===== config.mk =====
export PLATFORM = sky130hd
export DESIGN_NAME = dbg_uart_top
export DESIGN_NICKNAME = d
export VERILOG_FILES = /design/src/dbg_uart_pkg.sv /design/src/cmd_detect.sv /design/src/dbg_uart_top.sv /design/src/frame_serializer.sv /design/src/tx_sequencer.sv /design/src/uart_rx.sv /design/src/uart_tx.sv
export VERILOG_INCLUDE_DIRS = /design/src /design/src/include
export SDC_FILE = /design/constraint.sdc
export NUM_CORES = 1
export LEC_CHECK = 0
export BUFFER_PORTS_ARGS = -buffer_cell sky130_fd_sc_hd__buf_2
export CORE_MARGIN = 4
export CORE_UTILIZATION = 30
export DETAILED_ROUTE_END_ITERATION = 16
export SLEW_MARGIN = 20
export SYNTH_ARGS = -nofsm -noshare
export SYNTH_HDL_FRONTEND = slang
export SYNTH_HIERARCHICAL = 1
export SYNTH_SLANG_ARGS = --single-unit

===== constraint.sdc =====
create_clock -name clk -period 5.7 [get_ports clk]
set_clock_uncertainty 0.15 [all_clocks]
set_input_delay 1.425 -clock clk [delete_from_list [all_inputs] [get_ports clk]]
set_output_delay 1.425 -clock clk [all_outputs]
set_load 0.01 [all_outputs]

===== src/include/dbg_uart_defs.svh =====
/*
 * debug UART link constants
 * bit timing, frame layout and greeting command bytes
 */
`ifndef DBG_UART_DEFS_SVH
`define DBG_UART_DEFS_SVH

// default clocks per serial bit, 16 MHz at 115200 baud
`define DBG_CLKS_PER_BIT 139

// outgoing debug frame, sync byte included
`define DBG_FRAME_BYTES 8
`define DBG_SYNC_BYTE 8'hFF

// ascii "A" on the rx line requests the greeting
`define DBG_CMD_HELLO 8'h41

// greeting "Hello"
`define DBG_HELLO_LEN 5
`define DBG_HELLO_0 8'h48
`define DBG_HELLO_1 8'h65
`define DBG_HELLO_2 8'h6C
`define DBG_HELLO_3 8'h6C
`define DBG_HELLO_4 8'h6F

`endif


===== src/dbg_uart_pkg.sv =====
/*
 * debug UART types
 * debug frame layout and received byte bundle
 */
package dbg_uart_pkg;

  // frame as handed over by the host, msb byte goes out first
  // sync byte is not stored, serializer appends it
  typedef struct packed {
    logic [7:0]  custom_cmd;
    logic [7:0]  cmd;
    logic [15:0] data1;
    logic [15:0] data2;
    logic [7:0]  data3;
  } dbg_frame_t;

  // one decoded rx byte
  // valid is a single cycle strobe
  typedef struct packed {
    logic       valid;
    logic [7:0] data;
  } rx_byte_t;

endpackage


===== src/cmd_detect.sv =====
/*
 * greeting command detector
 * sticky request on each received "A", cleared when taken
 */
`include "dbg_uart_defs.svh"

module cmd_detect
  import dbg_uart_pkg::*;
(
  input  logic     clk,
  input  logic     i_arst_n,
  input  rx_byte_t i_rx,
  input  logic     i_hello_take,
  output logic     o_hello_pend
);

  logic w_match;

  // only the newest byte matters
  assign w_match = i_rx.valid && (i_rx.data == `DBG_CMD_HELLO);

  // new match wins over take, so a late "A" is not lost
  always_ff @(posedge clk or negedge i_arst_n)
  begin
    if (!i_arst_n)
      o_hello_pend <= 1'b0;
    else if (w_match)
      o_hello_pend <= 1'b1;
    else if (i_hello_take)
      o_hello_pend <= 1'b0;
  end

endmodule


===== src/dbg_uart_top.sv =====
/*
 * debug UART link top level
 * frame and greeting transmit path with command receiver
 */
`include "dbg_uart_defs.svh"

module dbg_uart_top
  import dbg_uart_pkg::*;
#(
  parameter int unsigned P_CLKS_PER_BIT = `DBG_CLKS_PER_BIT
) (
  input  logic       clk,
  input  logic       i_arst_n,
  input  dbg_frame_t i_frame,
  input  logic       i_frame_valid,
  input  logic       i_rx,
  output logic       o_tx,
  output logic       o_ready
);

  rx_byte_t   w_rx_byte;
  logic       w_hello_pend;
  logic       w_hello_take;
  logic       w_frame_pend;
  logic [7:0] w_frame_byte;
  logic       w_frame_last;
  logic       w_next;
  logic       w_tx_start;
  logic [7:0] w_tx_byte;
  logic       w_tx_done;
  logic       w_busy;

  assign o_ready = ~w_busy;

  // receive side
  uart_rx #(.P_CLKS_PER_BIT(P_CLKS_PER_BIT)) i_uart_rx (
    .clk(clk), .i_arst_n(i_arst_n), .i_rx(i_rx), .o_rx(w_rx_byte)
  );

  cmd_detect i_cmd_detect (
    .clk(clk), .i_arst_n(i_arst_n), .i_rx(w_rx_byte),
    .i_hello_take(w_hello_take), .o_hello_pend(w_hello_pend)
  );

  // transmit side
  frame_serializer i_frame_serializer (
    .clk(clk), .i_arst_n(i_arst_n), .i_frame(i_frame),
    .i_frame_valid(i_frame_valid), .i_busy(w_busy), .i_next(w_next),
    .o_frame_pend(w_frame_pend), .o_byte(w_frame_byte), .o_last(w_frame_last)
  );

  tx_sequencer i_tx_sequencer (
    .clk(clk), .i_arst_n(i_arst_n),
    .i_frame_pend(w_frame_pend), .i_frame_byte(w_frame_byte),
    .i_frame_last(w_frame_last), .i_hello_pend(w_hello_pend),
    .i_tx_done(w_tx_done), .o_next(w_next), .o_hello_take(w_hello_take),
    .o_tx_start(w_tx_start), .o_tx_byte(w_tx_byte), .o_busy(w_busy)
  );

  uart_tx #(.P_CLKS_PER_BIT(P_CLKS_PER_BIT)) i_uart_tx (
    .clk(clk), .i_arst_n(i_arst_n), .i_start(w_tx_start),
    .i_byte(w_tx_byte), .o_tx(o_tx), .o_done(w_tx_done)
  );

endmodule


===== src/frame_serializer.sv =====
/*
 * debug frame serializer
 * latches one frame and presents its bytes msb first, sync byte last
 */
`include "dbg_uart_defs.svh"

module frame_serializer
  import dbg_uart_pkg::*;
(
  input  logic       clk,
  input  logic       i_arst_n,
  input  dbg_frame_t i_frame,
  input  logic       i_frame_valid,
  input  logic       i_busy,
  input  logic       i_next,
  output logic       o_frame_pend,
  output logic [7:0] o_byte,
  output logic       o_last
);

  dbg_frame_t r_frame;
  logic [2:0] r_idx;
  logic       w_accept;

  // strobe while busy is simply dropped
  assign w_accept = i_frame_valid && !i_busy;
  assign o_last   = (r_idx == 3'(`DBG_FRAME_BYTES - 1));

  always_ff @(posedge clk)
  begin
    if (w_accept)
      r_frame <= i_frame;
  end

  always_ff @(posedge clk or negedge i_arst_n)
  begin
    if (!i_arst_n)
    begin
      o_frame_pend <= 1'b0;
      r_idx        <= '0;
    end
    else if (w_accept)
    begin
      o_frame_pend <= 1'b1;
      r_idx        <= '0;
    end
    else if (i_next)
    begin
      r_idx <= o_last ? '0 : r_idx + 1'b1;
      if (o_last)
        o_frame_pend <= 1'b0;
    end
  end

  // byte select, data words high byte first
  always_comb
  begin
    case (r_idx)
      3'd0:    o_byte = r_frame.custom_cmd;
      3'd1:    o_byte = r_frame.cmd;
      3'd2:    o_byte = r_frame.data1[15:8];
      3'd3:    o_byte = r_frame.data1[7:0];
      3'd4:    o_byte = r_frame.data2[15:8];
      3'd5:    o_byte = r_frame.data2[7:0];
      3'd6:    o_byte = r_frame.data3;
      default: o_byte = `DBG_SYNC_BYTE;
    endcase
  end

endmodule


===== src/tx_sequencer.sv =====
/*
 * transmit sequencer
 * picks frame or greeting bytes and paces the UART transmitter
 */
`include "dbg_uart_defs.svh"

module tx_sequencer (
  input  logic       clk,
  input  logic       i_arst_n,
  input  logic       i_frame_pend,
  input  logic [7:0] i_frame_byte,
  input  logic       i_frame_last,
  input  logic       i_hello_pend,
  input  logic       i_tx_done,
  output logic       o_next,
  output logic       o_hello_take,
  output logic       o_tx_start,
  output logic [7:0] o_tx_byte,
  output logic       o_busy
);

  typedef enum logic [1:0] {S_IDLE, S_FRAME, S_HELLO} state_t;

  state_t     r_state;
  logic [2:0] r_letter;
  logic       r_inflight;
  logic       r_gap;
  logic [7:0] w_letter;

  ////////////////////////////////////////////////////////////////////////////
  // handshakes
  ////////////////////////////////////////////////////////////////////////////

  // frame first, greeting only from idle
  assign o_hello_take = (r_state == S_IDLE) && !i_frame_pend && i_hello_pend;
  assign o_next       = (r_state == S_FRAME) && i_tx_done;
  // r_gap skips the transmitter's cleanup cycle
  assign o_tx_start   = (r_state != S_IDLE) && !r_inflight && !r_gap;
  assign o_busy       = (r_state != S_IDLE) || i_frame_pend || i_hello_pend;
  assign o_tx_byte    = (r_state == S_HELLO) ? w_letter : i_frame_byte;

  always_comb
  begin
    case (r_letter)
      3'd0:    w_letter = `DBG_HELLO_0;
      3'd1:    w_letter = `DBG_HELLO_1;
      3'd2:    w_letter = `DBG_HELLO_2;
      3'd3:    w_letter = `DBG_HELLO_3;
      default: w_letter = `DBG_HELLO_4;
    endcase
  end

  ////////////////////////////////////////////////////////////////////////////
  // source select FSM
  ////////////////////////////////////////////////////////////////////////////

  always_ff @(posedge clk or negedge i_arst_n)
  begin
    if (!i_arst_n)
    begin
      r_state    <= S_IDLE;
      r_letter   <= '0;
      r_inflight <= 1'b0;
      r_gap      <= 1'b0;
    end
    else
    begin
      r_gap <= i_tx_done;
      if (o_tx_start)
        r_inflight <= 1'b1;
      else if (i_tx_done)
        r_inflight <= 1'b0;
      case (r_state)
        S_IDLE:
        begin
          r_letter <= '0;
          if (i_frame_pend)
            r_state <= S_FRAME;
          else if (i_hello_pend)
            r_state <= S_HELLO;
        end
        // frame ends on done of the sync byte
        S_FRAME: if (i_tx_done && i_frame_last) r_state <= S_IDLE;
        S_HELLO:
        begin
          if (i_tx_done)
          begin
            r_letter <= r_letter + 1'b1;
            if (r_letter == 3'(`DBG_HELLO_LEN - 1))
              r_state <= S_IDLE;
          end
        end
        default: r_state <= S_IDLE;
      endcase
    end
  end

endmodule


===== src/uart_rx.sv =====
/*
 * UART receiver, 8N1
 * two-flop input sync, mid-bit sampling, stop bit check
 */
`include "dbg_uart_defs.svh"

module uart_rx
  import dbg_uart_pkg::*;
#(
  parameter int unsigned P_CLKS_PER_BIT = `DBG_CLKS_PER_BIT
) (
  input  logic     clk,
  input  logic     i_arst_n,
  input  logic     i_rx,
  output rx_byte_t o_rx
);

  localparam int unsigned CW   = $clog2(P_CLKS_PER_BIT);
  localparam int unsigned LAST = P_CLKS_PER_BIT - 1;
  localparam int unsigned HALF = (P_CLKS_PER_BIT - 1) / 2;

  typedef enum logic [1:0] {S_IDLE, S_START, S_DATA, S_STOP} state_t;

  state_t        r_state;
  logic [CW-1:0] r_cnt;
  logic [2:0]    r_bit;
  logic [7:0]    r_shift;
  logic          r_sync1;
  logic          r_sync2;

  // line idles high, so sync flops reset to 1
  always_ff @(posedge clk or negedge i_arst_n)
  begin
    if (!i_arst_n)
    begin
      r_sync1 <= 1'b1;
      r_sync2 <= 1'b1;
    end
    else
    begin
      r_sync1 <= i_rx;
      r_sync2 <= r_sync1;
    end
  end

  // data shifts in lsb first, msb ends up at bit 7
  always_ff @(posedge clk)
  begin
    if (r_state == S_DATA && r_cnt == CW'(LAST))
      r_shift <= {r_sync2, r_shift[7:1]};
  end

  always_ff @(posedge clk or negedge i_arst_n)
  begin
    if (!i_arst_n)
    begin
      r_state <= S_IDLE;
      r_cnt   <= '0;
      r_bit   <= '0;
      o_rx    <= '0;
    end
    else
    begin
      o_rx.valid <= 1'b0;
      case (r_state)
        S_IDLE:
        begin
          r_cnt <= '0;
          r_bit <= '0;
          if (!r_sync2)
            r_state <= S_START;
        end
        // half a bit in, start bit must still be low
        S_START:
        begin
          if (r_cnt == CW'(HALF))
          begin
            r_cnt   <= '0;
            r_state <= r_sync2 ? S_IDLE : S_DATA;
          end
          else
            r_cnt <= r_cnt + 1'b1;
        end
        // full bit steps keep us at mid-bit
        S_DATA:
        begin
          if (r_cnt == CW'(LAST))
          begin
            r_cnt <= '0;
            r_bit <= r_bit + 1'b1;
            if (r_bit == 3'd7)
              r_state <= S_STOP;
          end
          else
            r_cnt <= r_cnt + 1'b1;
        end
        // mid stop bit, drop the byte on a framing error
        S_STOP:
        begin
          if (r_cnt == CW'(LAST))
          begin
            r_cnt      <= '0;
            r_state    <= S_IDLE;
            o_rx.valid <= r_sync2;
            o_rx.data  <= r_shift;
          end
          else
            r_cnt <= r_cnt + 1'b1;
        end
        default: r_state <= S_IDLE;
      endcase
    end
  end

endmodule


===== src/uart_tx.sv =====
/*
 * UART transmitter, 8N1
 * one byte per start strobe, done pulses in the last stop bit cycle
 */
`include "dbg_uart_defs.svh"

module uart_tx #(
  parameter int unsigned P_CLKS_PER_BIT = `DBG_CLKS_PER_BIT
) (
  input  logic       clk,
  input  logic       i_arst_n,
  input  logic       i_start,
  input  logic [7:0] i_byte,
  output logic       o_tx,
  output logic       o_done
);

  localparam int unsigned CW   = $clog2(P_CLKS_PER_BIT);
  localparam int unsigned LAST = P_CLKS_PER_BIT - 1;

  typedef enum logic [2:0] {S_IDLE, S_START, S_DATA, S_STOP, S_CLEANUP} state_t;

  state_t        r_state;
  logic [CW-1:0] r_cnt;
  logic [2:0]    r_bit;
  logic [7:0]    r_shift;
  logic          w_bit_end;

  assign w_bit_end = (r_cnt == CW'(LAST));

  // line level straight from state, lsb of shifter during data
  always_comb
  begin
    case (r_state)
      S_START: o_tx = 1'b0;
      S_DATA:  o_tx = r_shift[0];
      default: o_tx = 1'b1;
    endcase
  end

  assign o_done = (r_state == S_STOP) && w_bit_end;

  always_ff @(posedge clk)
  begin
    if (r_state == S_IDLE && i_start)
      r_shift <= i_byte;
    else if (r_state == S_DATA && w_bit_end)
      r_shift <= {1'b1, r_shift[7:1]};
  end

  always_ff @(posedge clk or negedge i_arst_n)
  begin
    if (!i_arst_n)
    begin
      r_state <= S_IDLE;
      r_cnt   <= '0;
      r_bit   <= '0;
    end
    else
    begin
      r_cnt <= w_bit_end ? '0 : r_cnt + 1'b1;
      case (r_state)
        S_IDLE:
        begin
          r_cnt <= '0;
          r_bit <= '0;
          if (i_start)
            r_state <= S_START;
        end
        S_START: if (w_bit_end) r_state <= S_DATA;
        S_DATA:
        begin
          if (w_bit_end)
          begin
            r_bit <= r_bit + 1'b1;
            if (r_bit == 3'd7)
              r_state <= S_STOP;
          end
        end
        S_STOP: if (w_bit_end) r_state <= S_CLEANUP;
        // one spare cycle before the next byte
        default: r_state <= S_IDLE;
      endcase
    end
  end

endmodule


==> metrics, run 1 <==
status=finished clean; CORE AREA=17,900 um2; gr busiest metal=met2; post-synthesis cell area=5450 um2; GP Congestion=0.801; final setup vio count=0; Clock Tree Buf Depth=2; DRC=0; clock slew at reported path FFs=0.05 ns; Via density=4.83; Fin. Hold Viols=0; global route overflow=0; Total Routing Usage GR=11.0%; switching share of power=22.1%; share of cells above drive strength 1=27.3%; Power Total=2.19 mW; Clock Root Buffer=clkbuf_16; RSZ-0062 raised after global routing=false; hold path endpoint=i_uart_rx/r_sync2; Fmax achieved=319 MHz; worst vdd ir=0.000209 V; Critical Path Start Type=flop; Hold Path Cell Cnt=0; Die W=143 um; number of port buffers=61; Layout fillers=1,699; largest net degree at the start of global routing=51; worst r2r dst=i_uart_tx/r_shift[3]; ys async rst share=41.0%; DR pass1 iterations=5; hold wc startpoint=i_uart_rx/r_sync1; WP data arrival=1.56 ns; Tcrit/Tclk final=55.0%; PD cells=336 nW/um2; CP required=4.12 ns; vias=3,371; Reg2Reg Depth=6; number of core rows=49; IO Pins=62; initial antenna violation count=0; hpwl dp=7.48 mm; vias in the first global route=3,550; drt initial violations=240; post-CTS sizing=0; register area share after synthesis=62.7%; Hold WC Path Type=flop to flop; Commonest cells post-synth=72 x edfxtp_1, 48 x dfrtp_1; nature of the critical path endpoint=output pin; Post-Syn Nets=472; Slew @ Worst Pin=1.02 ns; final wirelength=10.8 mm; Post-Place Cell Area=5940 um2; Post-Syn Instances=392; top-count cell post-synth=edfxtp_1; area delta synth->final=19.6%; total clock buffers created by CTS=17; Initial Util=30.4%; Die Ht=143 um; hold_buf cts=0; Die Area=20,400 um2; #FFs+latches synth=122; Critical R2R Launch=i_frame_serializer/r_idx[2]; post-synth top area cell=edfxtp_1; nets=538; M2 GR Usage=17.9%; max_slew headroom=30.7%; postcts setup bufs=0; Clock Power Share=48.4%; Avg Synthesized Cell Area=13.9 um2; distinct cell type count after synthesis=67; clk_lat worst skew=0.41 ns; total clock sinks=122; type of the worst setup path=flop to output pin; Antenna diodes=0; H-Tree Depth=4; GR Layer Usage met1=13.4%; Pleak=2.56 nW; GR Util met3=3.78%; ANT nets after route=0; Setup TNS Final=0 ns; CP Max Fanout=12; largest cells by area after synthesis=edfxtp_1 40%, dfrtp_1 22%, ha_1 4.6%, a221oi_1 3.2%, mux2_4 2.2%; P_sw=0.484 mW; first-pass GRT wire length=17.3 mm; Tmin final=3.14 ns; Flop pwr share=45.2%; Post-synth EDFFs=72; most used flip-flop cell after synthesis=edfxtp_1; max-cap check violation count=0; Worst R2R Setup Slack=2.58 ns; Synth warnings=6; Synth top area share=39.7%; fin. max-slew vios=0; CTS tree=built; combinational share of power=6.4%; P_int=1.71 mW; final instance area=6520 um2; WL per Instance=15.4 um
worst max-delay path, stage by stage, from the launching register on:
cell      delay (ns)
dfrtp_1         0.52
nor3_2          0.27
nand2b_1        0.15
inv_1           0.08
buf_2           0.12
power by group through the flow:
stage | sequential, mW | combinational, mW | clock [mW]
3_3_place_gp | 1.00 | 0.137 | 0
2_1_floorplan | 0.997 | 0.0994 | 0
4_1_cts | 0.989 | 0.144 | 1.08
5_1_grt | 0.993 | 0.158 | 1.12
6_report | 0.989 | 0.141 | 1.06
3_5_place_dp | 1.01 | 0.142 | 0
layout by cell type (no fill, tap or decap), drive strengths merged, types with 15 or more instances in the layout:
cell type and instances:
edfxtp 72, buf 63, dfrtp 48, inv 21, nor2 20, a221oi 20, ha 20, clkbuf 18
mux2 17, nand2 15
registers in the layout, summed over array words and instances, names as in the netlist, named ones only:
register / count
i_uart_tx/r_bit: 3
i_uart_rx/o_rx: 9
i_tx_sequencer/r_gap: 1
i_uart_rx/r_shift: 8
i_uart_rx/r_sync2: 1
i_frame_serializer/o_frame_pend: 1
i_uart_tx/r_state: 3
i_uart_rx/r_state: 1
i_uart_rx/r_cnt: 8
i_tx_sequencer/r_inflight: 1
i_frame_serializer/r_frame: 56
i_cmd_detect/o_hello_pend: 1
i_uart_rx/r_sync1: 1
i_uart_tx/r_cnt: 8
i_tx_sequencer/r_letter: 3
i_frame_serializer/r_idx: 3
i_uart_tx/r_shift: 8
i_uart_rx/r_bit: 3
i_tx_sequencer/r_state: 2
per-stage QoR:
step / utilization, % / worst slack [ns] / hold slack [ns] / instances
after global placement: 33.2 / 2.43 / 0.197 / 668
after global routing: 36.4 / 2.44 / 0.211 / 698
final: 36.4 / 2.56 / 0.206 / 698
after floorplan: - / 1.04 / 0.195 / 392
after detailed placement: 33.2 / 2.39 / 0.199 / 668
after CTS: 36.4 / 2.52 / 0.206 / 698
area by class of cell:
type                       instances  area [um2]  share of cell area, %
inverter                          22        82.6                   1.27
sequential                       122        3420                   52.4
tap                              229         287                   4.40
timing repair buffer              63         320                   4.91
clock inverter                    12         153                   2.34
multi-input combinational        232        1830                   28.1
clock buffer                      18         429                   6.58
worst max path at each step:
| stage | to | cells after the start | from |
|---|---|---|---|
| floorplan | i_frame_serializer/r_frame[0] | 1 | i_frame_valid |
| detailed placement | i_frame_serializer/r_frame[48] | 3 | i_frame_valid |
| finish | o_ready | 4 | i_tx_sequencer/r_state[0] |
| global route | o_ready | 4 | i_tx_sequencer/r_state[0] |
| CTS | o_ready | 4 | i_tx_sequencer/r_state[0] |
| global placement | i_frame_serializer/r_frame[13] | 3 | i_frame_valid |
metal layers:
metal | vias to the layer above | wire length [um]
li1 | 1628 | -
met5 | - | 0
met3 | 13 | 470
met4 | 0 | 190
met2 | 75 | 5470
met1 | 1655 | 4650
cell families (layout without fill, tap and decap cells):
logic type | count (synthesis) | after routing | share of synthesized area (%)
AOI/OAI and AO/OA | 80 | 80 | 11.0
xor gates and xnor gates | 6 | 6 | 0.964
adders and majority gates | 20 | 20 | 4.59
buffers and inverters | 38 | 115 | 3.88
DFF | 122 | 122 | 62.7
muxes | 23 | 23 | 5.17
and+or+nand+nor | 103 | 103 | 11.8
Note: power is estimated with default switching activity, not from simulation.
==> run 2, diff against run 1 <==
==> constraint.sdc (replaced) <==
create_clock -name clk -period 3.1 [get_ports clk]
set_clock_uncertainty 0.15 [all_clocks]
set_input_delay 0.775 -clock clk [delete_from_list [all_inputs] [get_ports clk]]
set_output_delay 0.775 -clock clk [all_outputs]
set_load 0.01 [all_outputs]
==> metrics, run 2 (synthesis gave the netlist of run 1 again) <==
max-cap check violation count=0; Die Area=20,400 um2; hpwl dp=7.60 mm; Fmax achieved=388 MHz; ANT nets after route=0; Post-Place Cell Area=5960 um2; GR Layer Usage met1=14.5%; Via density=4.88; number of core rows=49; GR Util met3=2.75%; worst r2r dst=i_uart_tx/r_shift[3]; CP cell instances=inv_1 > ha_1 > nor2b_1 > a221oi_1 > o211ai_1 > o22a_1 > mux2_4; DRC=0; largest net degree at the start of global routing=61; area delta synth->final=20.3%; DR pass1 iterations=5; most frequent cells in the layout=72 x edfxtp_1, 61 x buf_2, 48 x dfrtp_1; Die W=143 um; worst vdd ir=0.000320 V; post-CTS sizing=0; drt initial violations=181; Slew @ Worst Pin=0.962 ns; vias=3,424; RSZ-0062 raised after global routing=false; nature of the critical path endpoint=flop; WL per Instance=15.4 um; Critical R2R Launch=i_frame_serializer/r_idx[1]; Die Ht=143 um; nets=540; vias in the first global route=3,468; CORE AREA=17,900 um2; Pleak=2.59 nW; hold path endpoint=i_uart_rx/r_sync2; number of port buffers=61; biggest regs=i_frame_serializer/r_frame: 56 flops, i_uart_rx/o_rx: 9 flops; GP Congestion=0.786; total clock buffers created by CTS=17; PD cells=614 nW/um2; clk_lat worst skew=0.41 ns; final core occ=36.6%; initial antenna violation count=0; IO Pins=62; gr busiest metal=met2; Tcrit/Tclk final=83.2%; first-pass GRT wire length=17.5 mm; hold_ws=0.207 ns; Clock Root Buffer=clkbuf_16; share of cells above drive strength 1=27.9%; Critical-path top delay cell=a221oi_1; Reg2Reg Depth=7; CP Max Fanout=11; Critical Path Start Type=flop; hold wc startpoint=i_uart_rx/r_sync1; type of the worst setup path=flop to flop; final instance area=6560 um2; Setup TNS Final=0 ns; Tmin final=2.58 ns; final setup vio count=0; Initial Util=30.4%; Antenna diodes=0; Total Routing Usage GR=10.9%; Hold Path Cell Cnt=0; max_slew headroom=34.8%; hold_buf cts=0; commonest non-fill, non-tap cell in the layout=edfxtp_1; H-Tree Depth=4; global route overflow=0; Layout Cells excl Fill=702; Clock Tree Buf Depth=2; Worst R2R Setup Slack=0.52 ns; Largest register FFs=56; status=finished clean; placed cell count=670; final wirelength=10.8 mm; fin. max-slew vios=0; Top reg by flops=i_frame_serializer/r_frame; CP required=3.10 ns; CTS tree=built; clock slew at reported path FFs=0.06 ns; Hold WC Path Type=flop to flop; WP data arrival=2.58 ns; postcts setup bufs=0; Max stage delay on crit path=0.44 ns; Fin. Hold Viols=0; total clock sinks=122; M2 GR Usage=17.3%
## run 2: cell types whose count changed in the layout (fill, tap and decap cells not counted)
cell and delta:
inv_6 +4, clkinv_4 +3, clkinvlp_4 -3, clkinv_2 -2, buf_12 +1, buf_4 +1
bufinv_16 -1, clkbuf_1 -1, clkinv_1 +1, inv_8 +1
## run 2: final cells by class
cell class | count | area (um2)
fill | 1724 | 11300
timing repair buffer | 65 | 348
tap | 229 | 287
inverter | 22 | 82.6
sequential | 122 | 3420
multi-input combinational | 232 | 1830
clock inverter | 15 | 166
clock buffer | 17 | 425
## run 2: layer usage
| metal | vias up | routed length, um |
|---|---|---|
| met4 | 0 | 99 |
| met2 | 67 | 5470 |
| met5 | - | 0 |
| met1 | 1699 | 4810 |
| li1 | 1649 | - |
| met3 | 9 | 399 |
## run 2: worst max-delay path by stage
stage / from / to / slack (ns) / cells after the start
floorplan: i_tx_sequencer/r_state[0] / i_frame_serializer/r_frame[0] / 0.19 / 4
global placement: i_frame_serializer/r_idx[0] / i_uart_tx/r_shift[3] / 0.59 / 6
detailed placement: i_frame_serializer/r_idx[1] / i_uart_tx/r_shift[3] / 0.54 / 7
CTS: i_frame_serializer/r_idx[1] / i_uart_tx/r_shift[3] / 0.53 / 7
global route: i_frame_serializer/r_idx[1] / i_uart_tx/r_shift[3] / 0.35 / 7
finish: i_frame_serializer/r_idx[1] / i_uart_tx/r_shift[3] / 0.52 / 7
## run 2: metrics by stage
step	power (mW)	setup WS, ns
floorplan	2.02	0.191
global placement	2.10	0.594
detailed placement	2.11	0.538
CTS	4.08	0.530
global route	4.18	0.349
finish	4.02	0.522
## run 2: power by group
| group | internal (mW) | total, mW | switching (mW) |
|---|---|---|---|
| sequential | 1.76 | 1.81 | 0.0505 |
| clock | 1.20 | 1.95 | 0.750 |
| combinational | 0.127 | 0.263 | 0.136 |
## run 2: critical path: cells and delay by family (launching register included)
family | cells | cell delay, ns
AO/OA/AOI/OAI | 3 | 0.82
flip-flops | 1 | 0.38
adder cells (fa/ha/maj) | 1 | 0.34
AND/OR/NAND/NOR | 1 | 0.28
multiplexers | 1 | 0.26
buffers and inverters | 1 | 0.08
